[src/exec_settings.svh]
// execute stage settings for lane count, data width, warp count and memory address width
`ifndef EXEC_SETTINGS_SVH
`define EXEC_SETTINGS_SVH

// threads that run in lockstep inside one warp
`define NUM_LANES 4

// width of a register and of a memory word
`define XLEN 32

// warps tracked by the core, sets the warp id width
`define NUM_WARPS 4

// data memory is word addressed, so this counts words and not bytes
`define ADDR_W 16

`endif

[src/exec_pkg.sv]
// exec_pkg holds the op encodings and the dispatch, commit, memory and control records
`include "exec_settings.svh"
`default_nettype none

package exec_pkg;

    localparam int WID_W = $clog2(`NUM_WARPS);

    typedef logic [WID_W-1:0]                   wid_t;
    typedef logic [`NUM_LANES-1:0]              tmask_t;
    typedef logic [`NUM_LANES-1:0][`XLEN-1:0]   lane_data_t;

    // the dispatch op field is 4 bits wide and each unit reads the low bits it needs
    typedef enum logic [3:0] {
        ADD,
        SUB,
        AND,
        OR,
        XOR,
        SLT,
        SLL,
        SRL,
        BEQ,
        BNE,
        EBREAK,
        ECALL
    } alu_op_e;

    typedef enum logic {
        LOAD,
        STORE
    } lsu_op_e;

    typedef enum logic [1:0] {
        TMC,
        ACC_READ,
        ACC_WRITE
    } sfu_op_e;

    typedef struct packed {
        wid_t        wid;
        tmask_t      tmask;
        logic [3:0]  op;
        logic [4:0]  rd;
        logic [31:0] pc;
        logic [31:0] imm;
        lane_data_t  rs1;
        lane_data_t  rs2;
    } dispatch_t;

    typedef struct packed {
        wid_t       wid;
        tmask_t     tmask;
        logic [4:0] rd;
        logic       wb;
        lane_data_t data;
    } commit_t;

    typedef struct packed {
        logic        valid;
        wid_t        wid;
        logic        taken;
        logic [31:0] dest;
    } branch_ctl_t;

    typedef struct packed {
        logic   valid;
        wid_t   wid;
        tmask_t tmask;
    } warp_ctl_t;

    typedef struct packed {
        logic              write;
        logic [`ADDR_W-1:0] addr;
        logic [`XLEN-1:0]   wdata;
    } mem_req_t;

endpackage

`default_nettype wire

[src/alu_unit.sv]
// alu_unit computes per-lane integer results, resolves branches and flags ebreak for simulation
`timescale 1ns/1ps
`include "exec_settings.svh"
`default_nettype none

module alu_unit import exec_pkg::*; (
    input  logic        clk,
    input  logic        rst_n,

    input  dispatch_t   dispatch,
    input  logic        dispatch_valid,
    output logic        dispatch_ready,

    output commit_t     commit,
    output logic        commit_valid,
    input  logic        commit_ready,

    output branch_ctl_t branch_ctl,
    output logic        sim_ebreak
);

    alu_op_e     op;
    logic        accept;
    logic        is_branch;
    logic        is_trap;
    logic        lane0_eq;
    logic        taken;
    lane_data_t  result;
    commit_t     result_rec;
    branch_ctl_t branch_q;

    assign op        = alu_op_e'(dispatch.op);
    assign accept    = dispatch_valid && dispatch_ready;
    assign is_branch = (op == BEQ) || (op == BNE);
    assign is_trap   = (op == EBREAK) || (op == ECALL);

    // branch condition only looks at lane 0, all lanes of a warp share the pc
    assign lane0_eq = (dispatch.rs1[0] == dispatch.rs2[0]);
    assign taken    = (op == BEQ) ? lane0_eq : !lane0_eq;

    always_comb begin
        for (int i = 0; i < `NUM_LANES; i++) begin
            result[i] = '0;
            if (dispatch.tmask[i]) begin
                case (op)
                    ADD:     result[i] = dispatch.rs1[i] + dispatch.rs2[i];
                    SUB:     result[i] = dispatch.rs1[i] - dispatch.rs2[i];
                    AND:     result[i] = dispatch.rs1[i] & dispatch.rs2[i];
                    OR:      result[i] = dispatch.rs1[i] | dispatch.rs2[i];
                    XOR:     result[i] = dispatch.rs1[i] ^ dispatch.rs2[i];
                    SLT:     result[i] = `XLEN'($signed(dispatch.rs1[i]) < $signed(dispatch.rs2[i]));
                    SLL:     result[i] = dispatch.rs1[i] << dispatch.rs2[i][4:0];
                    SRL:     result[i] = dispatch.rs1[i] >> dispatch.rs2[i][4:0];
                    default: result[i] = '0;
                endcase
            end
        end
    end

    // branches and traps write no register
    always_comb begin
        result_rec.wid   = dispatch.wid;
        result_rec.tmask = dispatch.tmask;
        result_rec.rd    = dispatch.rd;
        result_rec.wb    = !(is_branch || is_trap);
        result_rec.data  = result;
    end

    commit_slot #(
        .payload_t (commit_t)
    ) slot (
        .clk       (clk),
        .rst_n     (rst_n),
        .in_valid  (dispatch_valid),
        .in_data   (result_rec),
        .in_ready  (dispatch_ready),
        .out_valid (commit_valid),
        .out_data  (commit),
        .out_ready (commit_ready)
    );

    // the branch pulse lines up with the commit of the same instruction
    always_ff @(posedge clk) begin
        if (!rst_n) begin
            branch_q <= '0;
        end else begin
            branch_q.valid <= accept && is_branch;
            branch_q.wid   <= dispatch.wid;
            branch_q.taken <= taken;
            branch_q.dest  <= dispatch.pc + dispatch.imm;
        end
    end

    assign branch_ctl = branch_q;

    // lets a simulation stop when warp 0 reaches ebreak or ecall
    assign sim_ebreak = accept && (dispatch.wid == '0) && is_trap;

endmodule

`default_nettype wire

[src/commit_slot.sv]
// commit_slot is a one-entry valid/ready output register for any payload type
`timescale 1ns/1ps
`default_nettype none

module commit_slot #(
    parameter type payload_t = logic
) (
    input  logic     clk,
    input  logic     rst_n,

    input  logic     in_valid,
    input  payload_t in_data,
    output logic     in_ready,

    output logic     out_valid,
    output payload_t out_data,
    input  logic     out_ready
);

    logic     valid_q;
    payload_t data_q;

    // a full slot still takes a new item when its content leaves in the same cycle
    assign in_ready = !valid_q || out_ready;

    always_ff @(posedge clk) begin
        if (!rst_n) begin
            valid_q <= 1'b0;
        end else if (in_ready) begin
            valid_q <= in_valid;
        end
    end

    always_ff @(posedge clk) begin
        if (in_valid && in_ready) begin
            data_q <= in_data;
        end
    end

    assign out_valid = valid_q;
    assign out_data  = data_q;

endmodule

`default_nettype wire

[src/execute_stage.sv]
// execute_stage places the ALU, LSU and SFU side by side behind their own dispatch and commit ports
`timescale 1ns/1ps
`include "exec_settings.svh"
`default_nettype none

module execute_stage import exec_pkg::*; (
    input  logic             clk,
    input  logic             rst_n,

    input  dispatch_t        alu_dispatch,
    input  logic             alu_dispatch_valid,
    output logic             alu_dispatch_ready,
    output commit_t          alu_commit,
    output logic             alu_commit_valid,
    input  logic             alu_commit_ready,
    output branch_ctl_t      alu_branch_ctl,
    output logic             alu_sim_ebreak,

    input  dispatch_t        lsu_dispatch,
    input  logic             lsu_dispatch_valid,
    output logic             lsu_dispatch_ready,
    output commit_t          lsu_commit,
    output logic             lsu_commit_valid,
    input  logic             lsu_commit_ready,
    input  logic             lsu_downstream_mem_busy,
    output mem_req_t         lsu_mem_req,
    output logic             lsu_mem_req_valid,
    input  logic             lsu_mem_req_ready,
    input  logic             lsu_mem_rsp_valid,
    input  logic [`XLEN-1:0] lsu_mem_rsp_data,

    input  dispatch_t        sfu_dispatch,
    input  logic             sfu_dispatch_valid,
    output logic             sfu_dispatch_ready,
    output commit_t          sfu_commit,
    output logic             sfu_commit_valid,
    input  logic             sfu_commit_ready,
    output warp_ctl_t        sfu_warp_ctl,
    input  logic [`XLEN-1:0] sfu_acc_read_in,
    output logic [`XLEN-1:0] sfu_acc_write_out,
    output logic             sfu_acc_write_en
);

    alu_unit alu (
        .clk            (clk),
        .rst_n          (rst_n),
        .dispatch       (alu_dispatch),
        .dispatch_valid (alu_dispatch_valid),
        .dispatch_ready (alu_dispatch_ready),
        .commit         (alu_commit),
        .commit_valid   (alu_commit_valid),
        .commit_ready   (alu_commit_ready),
        .branch_ctl     (alu_branch_ctl),
        .sim_ebreak     (alu_sim_ebreak)
    );

    // the only unit that talks to data memory
    lsu_unit lsu (
        .clk                 (clk),
        .rst_n               (rst_n),
        .dispatch            (lsu_dispatch),
        .dispatch_valid      (lsu_dispatch_valid),
        .dispatch_ready      (lsu_dispatch_ready),
        .commit              (lsu_commit),
        .commit_valid        (lsu_commit_valid),
        .commit_ready        (lsu_commit_ready),
        .downstream_mem_busy (lsu_downstream_mem_busy),
        .mem_req             (lsu_mem_req),
        .mem_req_valid       (lsu_mem_req_valid),
        .mem_req_ready       (lsu_mem_req_ready),
        .mem_rsp_valid       (lsu_mem_rsp_valid),
        .mem_rsp_data        (lsu_mem_rsp_data)
    );

    sfu_unit sfu (
        .clk            (clk),
        .rst_n          (rst_n),
        .dispatch       (sfu_dispatch),
        .dispatch_valid (sfu_dispatch_valid),
        .dispatch_ready (sfu_dispatch_ready),
        .commit         (sfu_commit),
        .commit_valid   (sfu_commit_valid),
        .commit_ready   (sfu_commit_ready),
        .warp_ctl       (sfu_warp_ctl),
        .acc_read_in    (sfu_acc_read_in),
        .acc_write_out  (sfu_acc_write_out),
        .acc_write_en   (sfu_acc_write_en)
    );

endmodule

`default_nettype wire

[src/lsu_unit.sv]
// lsu_unit walks the active lanes of a warp and serializes word accesses onto one memory port
`timescale 1ns/1ps
`include "exec_settings.svh"
`default_nettype none

module lsu_unit import exec_pkg::*; (
    input  logic               clk,
    input  logic               rst_n,

    input  dispatch_t          dispatch,
    input  logic               dispatch_valid,
    output logic               dispatch_ready,

    output commit_t            commit,
    output logic               commit_valid,
    input  logic               commit_ready,

    input  logic               downstream_mem_busy,

    output mem_req_t           mem_req,
    output logic               mem_req_valid,
    input  logic               mem_req_ready,
    input  logic               mem_rsp_valid,
    input  logic [`XLEN-1:0]   mem_rsp_data
);

    localparam int LANE_W = $clog2(`NUM_LANES);

    // index of the lowest set bit, lane 0 has the highest priority
    function automatic logic [LANE_W-1:0] lowest_lane(input tmask_t mask);
        logic [LANE_W-1:0] idx;
        idx = '0;
        for (int i = `NUM_LANES - 1; i >= 0; i--) begin
            if (mask[i]) begin
                idx = LANE_W'(i);
            end
        end
        return idx;
    endfunction

    lsu_op_e           disp_op;
    lsu_op_e           inst_op;
    logic              accept;
    logic              busy;
    dispatch_t         inst_q;
    tmask_t            req_pending;
    tmask_t            rsp_pending;
    lane_data_t        data_q;
    logic [LANE_W-1:0] req_lane;
    logic [LANE_W-1:0] rsp_lane;
    logic              req_fire;
    logic              rsp_fire;
    logic              done;
    logic              slot_ready;
    commit_t           done_rec;

    assign disp_op = lsu_op_e'(dispatch.op[0]);
    assign inst_op = lsu_op_e'(inst_q.op[0]);

    // one instruction at a time, and only when its commit can get out afterwards
    assign dispatch_ready = !busy && slot_ready;
    assign accept         = dispatch_valid && dispatch_ready;

    assign req_lane = lowest_lane(req_pending);
    assign rsp_lane = lowest_lane(rsp_pending);

    assign mem_req_valid = busy && (|req_pending) && !downstream_mem_busy;
    assign mem_req.write = (inst_op == STORE);
    assign mem_req.addr  = inst_q.rs1[req_lane][`ADDR_W-1:0] + inst_q.imm[`ADDR_W-1:0];
    assign mem_req.wdata = inst_q.rs2[req_lane];

    assign req_fire = mem_req_valid && mem_req_ready;

    // responses come back in request order, so the lowest waiting lane owns each one
    assign rsp_fire = busy && mem_rsp_valid && (|rsp_pending);

    assign done = busy && (req_pending == '0) && (rsp_pending == '0);

    always_ff @(posedge clk) begin
        if (!rst_n) begin
            busy        <= 1'b0;
            req_pending <= '0;
            rsp_pending <= '0;
        end else if (accept) begin
            busy        <= 1'b1;
            req_pending <= dispatch.tmask;
            rsp_pending <= (disp_op == LOAD) ? dispatch.tmask : '0;
        end else if (busy) begin
            if (req_fire) begin
                req_pending[req_lane] <= 1'b0;
            end
            if (rsp_fire) begin
                rsp_pending[rsp_lane] <= 1'b0;
            end
            if (done && slot_ready) begin
                busy <= 1'b0;
            end
        end
    end

    // inactive lanes keep the zero written at dispatch
    always_ff @(posedge clk) begin
        if (accept) begin
            inst_q <= dispatch;
            data_q <= '0;
        end else if (rsp_fire) begin
            data_q[rsp_lane] <= mem_rsp_data;
        end
    end

    always_comb begin
        done_rec.wid   = inst_q.wid;
        done_rec.tmask = inst_q.tmask;
        done_rec.rd    = inst_q.rd;
        done_rec.wb    = (inst_op == LOAD);
        done_rec.data  = data_q;
    end

    commit_slot #(
        .payload_t (commit_t)
    ) slot (
        .clk       (clk),
        .rst_n     (rst_n),
        .in_valid  (done),
        .in_data   (done_rec),
        .in_ready  (slot_ready),
        .out_valid (commit_valid),
        .out_data  (commit),
        .out_ready (commit_ready)
    );

endmodule

`default_nettype wire

[src/sfu_unit.sv]
// sfu_unit handles thread-mask control and reads and writes of the external accumulator
`timescale 1ns/1ps
`include "exec_settings.svh"
`default_nettype none

module sfu_unit import exec_pkg::*; (
    input  logic             clk,
    input  logic             rst_n,

    input  dispatch_t        dispatch,
    input  logic             dispatch_valid,
    output logic             dispatch_ready,

    output commit_t          commit,
    output logic             commit_valid,
    input  logic             commit_ready,

    output warp_ctl_t        warp_ctl,

    input  logic [`XLEN-1:0] acc_read_in,
    output logic [`XLEN-1:0] acc_write_out,
    output logic             acc_write_en
);

    sfu_op_e          op;
    logic             accept;
    commit_t          result_rec;
    warp_ctl_t        warp_ctl_q;
    logic             acc_en_q;
    logic [`XLEN-1:0] acc_data_q;

    assign op     = sfu_op_e'(dispatch.op[1:0]);
    assign accept = dispatch_valid && dispatch_ready;

    // only an accumulator read writes back, every active lane gets the same value
    always_comb begin
        result_rec.wid   = dispatch.wid;
        result_rec.tmask = dispatch.tmask;
        result_rec.rd    = dispatch.rd;
        result_rec.wb    = (op == ACC_READ);
        for (int i = 0; i < `NUM_LANES; i++) begin
            result_rec.data[i] = (result_rec.wb && dispatch.tmask[i]) ? acc_read_in : '0;
        end
    end

    commit_slot #(
        .payload_t (commit_t)
    ) slot (
        .clk       (clk),
        .rst_n     (rst_n),
        .in_valid  (dispatch_valid),
        .in_data   (result_rec),
        .in_ready  (dispatch_ready),
        .out_valid (commit_valid),
        .out_data  (commit),
        .out_ready (commit_ready)
    );

    always_ff @(posedge clk) begin
        if (!rst_n) begin
            warp_ctl_q <= '0;
            acc_en_q   <= 1'b0;
        end else begin
            warp_ctl_q.valid <= accept && (op == TMC);
            warp_ctl_q.wid   <= dispatch.wid;
            // new thread mask comes from the low bits of lane 0
            warp_ctl_q.tmask <= dispatch.rs1[0][`NUM_LANES-1:0];
            acc_en_q         <= accept && (op == ACC_WRITE);
        end
    end

    // the written value holds until the next accumulator write
    always_ff @(posedge clk) begin
        if (accept && (op == ACC_WRITE)) begin
            acc_data_q <= dispatch.rs1[0];
        end
    end

    assign warp_ctl      = warp_ctl_q;
    assign acc_write_en  = acc_en_q;
    assign acc_write_out = acc_data_q;

endmodule

`default_nettype wire

[config.mk]
export PLATFORM = sky130hd
export DESIGN_NAME = execute_stage
export DESIGN_NICKNAME = d
export VERILOG_FILES = /design/src/exec_pkg.sv /design/src/alu_unit.sv /design/src/commit_slot.sv /design/src/execute_stage.sv /design/src/lsu_unit.sv /design/src/sfu_unit.sv
export VERILOG_INCLUDE_DIRS = /design/src /design/src/src
export SDC_FILE = /design/constraint.sdc
export NUM_CORES = 2
export LEC_CHECK = 0
export BUFFER_PORTS_ARGS = -buffer_cell sky130_fd_sc_hd__clkbuf_2
export CAP_MARGIN = 20
export CORE_AREA = 2 2 637 639
export CTS_CLUSTER_DIAMETER = 30
export DETAILED_ROUTE_END_ITERATION = 6
export DIE_AREA = 0 0 639 641
export GPL_TIMING_DRIVEN = 0
export HOLD_SLACK_MARGIN = 0.06
export PLACE_DENSITY = 0.33
export SETUP_SLACK_MARGIN = 0.2
export SLEW_MARGIN = 25
export SYNTH_ARGS = -nofsm -noshare
export SYNTH_HDL_FRONTEND = slang
export SYNTH_SLANG_ARGS = --single-unit
[constraint.sdc]
create_clock -name clk -period 7.5 [get_ports clk]
set_input_delay 0.375 -clock clk [delete_from_list [all_inputs] [get_ports clk]]
set_output_delay 0.375 -clock clk [all_outputs]
set_load 0.02 [all_outputs]
Yosys cells after proc, flatten, opt, wreduce, memory -nomap -nowiden
Index checks and enable logic that the tools add are counted.
W data, S select, Z words.
{ "word_totals": {"out_inout_bits": 553, "reg_bits": 920, "mem_count": 0, "elab_cells": 195, "in_bits": 1080, "ram_bits": 0, "mem_bits_ro": 0, "latchBits": 0} }
{ "classes": {"magnitude_cmp": 8, "bitwise": 17, "n_eq_ne": 14, "reduce_logical": 48, "n_shift": 8, "multipliers": 0, "mux": 34, "div_mod_pow": 0, "addsub": 10} }
{ "ops": {"columns": ["cell", "count"], "rows": [
  ["$pmux W32 S8", 4],
  ["$add A32 B32 Y32", 5],
  ["$and A32 B32 Y32", 4],
  ["$bmux W32 S2", 2],
  ["$bwmux W128", 1],
  ["$lt A32 B32 Y1", 4],
  ["$or A32 B32 Y32", 4],
  ["$shl A32 B5 Y32", 4],
  ["$shr A32 B5 Y32", 4],
  ["$sub A32 B32 Y32", 4],
  ["$xor A32 B32 Y32", 4],
  ["$demux W32 S2", 1],
  ["$mux W32", 2],
  ["$eq A32 B32 Y1", 1],
  ["$mux W4", 7],
  ["$logic_and A1 B1 Y1", 23],
  ["$add A16 B16 Y16", 1],
  ["$eq A4 B3 Y1 const B", 4],
  ["$eq A4 B4 Y1 const B", 4],
  ["$mux W16", 1],
  ["$mux W2", 8],
  ["$logic_not A4 Y1", 3],
  ["$and A4 B4 Y4", 2],
  ["$eq A4 B2 Y1 const B", 2],
  ["15 further kinds", 40]
]} }

Logic depth before layout (Yosys ltp)
{ "depth": {"depth_word": 13, "ltp_mapped": 22, "depth_no_buf": 19} }

Cells and area by module
From an unflattened synthesis, not the netlist that was laid out.
{ "unflattened": {"hier_cells": 6995, "hier_area_um2": 63671.1} }
{ "by_module_without_submodules": {"columns": ["mod", "seq_area_each_um2", "instances", "cells_per_inst", "area_each_um2"], "rows": [
  ["alu_unit", 720.7, 1, 5208, 35316.4],
  ["lsu_unit", 9349.0, 1, 1155, 13390.3],
  ["commit_slot", 4224.1, 3, 145, 4261.6],
  ["sfu_unit", 1121.1, 1, 197, 2179.6]
]} }

Worst setup path before layout
Ideal clock, no wire load.
{ "synth_path": {"path_kind": "register to register", "start": "reg lsu.slot.valid_q (netlist: lsu.slot.out_valid)", "end": "reg lsu.inst_q, in the netlist lsu.done_rec[129], enable pin", "setup_slack_ps": -791, "setup_time_ps": 670, "path_stages_with_launch": 7, "synth_period_minus_slack_ps": 8291, "required_ps": 6830, "path_buffers": 2, "arrival_time_ps": 7620, "cell_sequence": "dfxtp_1 > nor2b_1 > nor2_1 > nand2_1 > inv_1 > clkbuf_1 > clkbuf_1"} }
{ "synth_between": {"elab_chain_len": 4} }
{ "synth_rtl": {"columns": ["element", "line", "text"], "rows": [
  ["from (decl)", "commit_slot.sv:20", "logic valid_q;"],
  ["from (signal assigned)", "commit_slot.sv:30", "valid_q <= in_valid;"],
  ["$logic_not A1 Y1", "commit_slot.sv:24", "assign in_ready = !valid_q || out_ready;"],
  ["$logic_or A1 B1 Y1", "commit_slot.sv:24", null],
  ["$logic_and A1 B1 Y1", "lsu_unit.sv:61", "assign dispatch_ready = !busy && slot_ready;"],
  ["via lsu_dispatch_ready", "execute_stage.sv:21", "output logic lsu_dispatch_ready,"],
  ["$logic_and A1 B1 Y1", "lsu_unit.sv:62", "assign accept = dispatch_valid && dispatch_ready;"],
  ["via lsu.accept", "lsu_unit.sv:43", "logic accept;"],
  ["to (signal assigned)", "lsu_unit.sv:104", "inst_q <= dispatch;"],
  ["to (decl)", "lsu_unit.sv:45", "dispatch_t inst_q;"]
]} }
The timed path passes the listed nets, and every way through them passes these cells.
A chain may end at the register's enable or synchronous reset.

==> results.txt <==
EDFF count, synth: 672
Die H: 641 µm
IO buf count: 1225
number of global-route vias before repair: 68100
starting DRC count in detailed routing: 8535
PwrDens: 246 nW/µm²
Tcrit/Tclk final: 89.5%
synthesized cell area: 62200 µm²
first-pass GRT wire length: 626 mm
yosys warns: 0
Achievable Freq: 149 MHz
unrepaired setup endpoints after global routing: no
Place WS: 522 ps
crit-path max FO: 10
1st-pass router iterations: 7
die width: 639 µm
DRC Markers: 0
async set or reset register ratio after synthesis: 0%
worst hold path class: in -> reg
Crit Path Category: reg -> out
Routed WL per cell: 33.0 µm
GRT Overall Usage: 22.3%
worst rel slew slack: 18.4%
min cycle time layout: 6710 ps
GP Congestion: 0.970
CTS root buf: clkbuf_16
Setup-failing EPs final: 0
Worst IR Drop VDD: 0.190 mV
H-tree Lvls: 5
fin nets: 10500
syn_nets: 8528
crit path DAT: 6340 ps
Max Cap Viol: 0
drt total wl: 480 mm
Seq/Total Area, Yosys: 38.3%
clock sink count: 856
Detail Route Antenna Nets: 0
Skew-Pair Late Insertion Delay: 910 ps
r2r setup slk: 3610 ps
Rows: 233
reg2reg path depth: 9
CP endpoint kind: output pin
initial antenna violation count: 125
largest area contributor in the netlist: edfxtp_1
die area: 410000 µm²
CTS tree: built
max-slew violation count: 0
Avg Inst Size Synth: 8.89 µm²
status: finished, final reports clean
largest cells by area after synthesis: edfxtp_1 (32%), ha_1 (8.7%), dfxtp_1 (5.9%), a21oi_1 (5.5%), nand2_1 (5.3%)
Leak: 37.1 nW
final setup margin: 786 ps
area growth from synthesis to layout: 45.1%
library cells used by synthesis: 106
core box area: 402000 µm²
routed vias/inst: 4.86
reg2reg end: lsu.inst_q[8]
Post-synth top flop: edfxtp_1
CP startpoint: lsu.req_pending[2]
largest net degree at the start of global routing: 79
total power: 22.2 mW
Startpoint Class: register
Hold Fails Final Rpt: 0
Inserted Clock Buffers: 274
Boundary Pins: 1633
Initial Utilization: 15.5%
CTS Buffer Depth: 4
Post-DP HPWL: 391 mm
Synth top area share: 32.4%
clk slew on worst S/H paths: 50 ps
synthesized netlist cell count: 7004
Crit path required time: 7120 ps
Worst Max-Slew Pin Slew: 1220 ps
share of layout cells above drive strength 1: 22.5%
worst clock skew: 90.5 ps
grt total ovfl: 0
Yosys reg bits: 856
Critical Path End: lsu_mem_req[46]
RR Startpoint: lsu.slot.out_valid
hold wc startpoint: alu_dispatch[289]
vias: 70800
## layout by cell type (no fill, tap or decap), types with 36 or more instances in the layout
master         Yosys  final
o21ai_0          429    422
nor3_1           117    111
a21o_1            83     83
a31oi_1          119    118
or3_1             36     36
nand3_1           87     86
buf_1             83     55
edfxtp_1         672    672
o21ai_1           43     49
and2_1            38     36
diode_2            0     61
o22ai_1          101    101
ha_1             434    434
a221oi_1          84     84
buf_16             0     42
and3_1           150    150
a21oi_1          685    682
nand2b_1          59     59
a211oi_1          85     84
o21bai_1          64     64
nor2b_1           40     40
dfxtp_1          184    184
xnor2_1           51     51
mux4_2           104    104
dlygate4sd3_1      0    414
clkbuf_1         366    354
clkinv_2           0     50
nor2_1           614    609
clkbuf_16          0    279
mux2i_1          188    187
o221ai_1          53     53
clkbuf_2           0   1294
nand2_1          886    886
o211ai_1          92     92
inv_1            391    390
a22oi_1           83     83
clkinv_1           8     38
buf_2             39     67
a221o_1           61     61
## sequential cells by signal, summed over array words and instances (netlist names), 4 cells and up
signal,flops
alu.branch_ctl,36
alu.slot.out_data,140
lsu.data_q,128
lsu.done_rec,11
lsu.inst_q,208
lsu.req_pending,4
lsu.rsp_pending,4
lsu.slot.out_data,140
sfu.acc_write_out,32
sfu.slot.out_data,140
sfu.warp_ctl,7
## critical path: stages, from the launching register on
cell and delay (ps):
dfxtp_1 470, nor2b_1 110, nor2_1 120, or2_2 130, clkbuf_2 460, clkbuf_1 530, clkbuf_2 380, nand2_1 90
a31oi_1 390, ha_1 260, inv_1 60, fa_1 430, nor2b_1 120, o21ai_0 110, a21boi_1 200, o21ai_0 130
a21oi_1 210, o21ai_0 100, nand2b_1 190, a311oi_1 170, o31ai_1 270, a21oi_1 120, xnor2_1 160, clkbuf_2 220
## area by class of cell
class,count,area [µm²]
clock inverter,153,1840
timing repair buffer,1711,11800
antenna,61,153
inverter,403,1520
multi-input combinational,5254,35100
tap,5287,6620
fill,44300,312000
clock buffer,350,7390
sequential,856,23900
buffer,491,2040
## per-layer routing
| layer | up-vias | GRT usage, % | wire length [µm] |
|---|---|---|---|
| li1 | 30100 | - | - |
| met1 | 35900 | 30.5 | 210000 |
| met2 | 4021 | 34.3 | 210000 |
| met3 | 739 | 4.07 | 38100 |
| met4 | 16 | 9.36 | 21300 |
| met5 | - | 0 | 103 |
## report_power, final
group	switching (mW)	internal (mW)
Sequential	0.127	5.45
Combinational	3.58	1.55
Clock	3.67	7.85
Total	7.37	14.9
## metrics by stage
| step | utilization, % | instance area [µm²] | instances | TNS (ps) | hold slack [ps] |
|---|---|---|---|---|---|
| 2_1_floorplan | - | 62200 | 7004 | 0 | 400 |
| 3_3_place_gp | 18.7 | 75000 | 13500 | -725400 | 402 |
| 3_5_place_dp | 19.1 | 76800 | 13600 | 0 | 406 |
| 4_1_cts | 22.4 | 90200 | 14500 | 0 | 60.6 |
| 5_1_grt | 22.5 | 90300 | 14500 | 0 | 127 |
| 6_report | 22.5 | 90300 | 14600 | 0 | 165 |
## repair_timing
action | CTS | global route
gates resized for setup | 0 | 1
setup endpoints to repair | 0 | 1
hold buffers | 414 | 0
endpoints found under the hold margin | 585 | 0
buffers inserted | 0 | 0
## cells in the mapped netlist, types with 28 or more instances
| library cell | count |
|---|---|
| a31oi_1 | 119 |
| dfxtp_1 | 184 |
| o221ai_1 | 53 |
| a221oi_1 | 84 |
| o21a_1 | 34 |
| a221o_1 | 61 |
| nand2_1 | 886 |
| mux4_2 | 104 |
| nor2b_1 | 40 |
| clkbuf_1 | 366 |
| or3_1 | 36 |
| a21o_1 | 83 |
| a21oi_1 | 685 |
| o21ai_0 | 429 |
| nor3_1 | 117 |
| mux2i_1 | 188 |
| o211ai_1 | 92 |
| a211oi_1 | 85 |
| nand2b_1 | 59 |
| o21bai_1 | 64 |
| buf_1 | 83 |
| inv_1 | 391 |
| o31ai_1 | 35 |
| ha_1 | 434 |
| edfxtp_1 | 672 |
| xnor2_1 | 51 |
| nor2_1 | 614 |
| nand3_1 | 87 |
| a22oi_1 | 83 |
| nor4_1 | 28 |
| o22ai_1 | 101 |
| buf_2 | 39 |
| and3_1 | 150 |
| o21ai_1 | 43 |
| and2_1 | 38 |
## worst min path at each step
stage | end | depth (start not counted)
2_1_floorplan | lsu.slot.out_data[129] | 0
3_3_place_gp | lsu.slot.out_data[132] | 0
3_5_place_dp | lsu.slot.out_data[137] | 0
4_1_cts | alu.branch_ctl[20] | 5
5_1_grt | alu.branch_ctl[20] | 5
6_report | alu.branch_ctl[1] | 4
## logic make-up after synthesis
| logic type | Yosys count | share of synthesized area (%) |
|---|---|---|
| AOI/OAI and AO/OA | 2276 | 23.6 |
| xor gates and xnor gates | 75 | 1.06 |
| adders and majority gates | 444 | 9.05 |
| buffers and inverters | 894 | 5.49 |
| DFF | 856 | 38.3 |
| muxes | 319 | 7.28 |
| and+or+nand+nor | 2140 | 15.2 |
(Power assumes the default switching activity.)
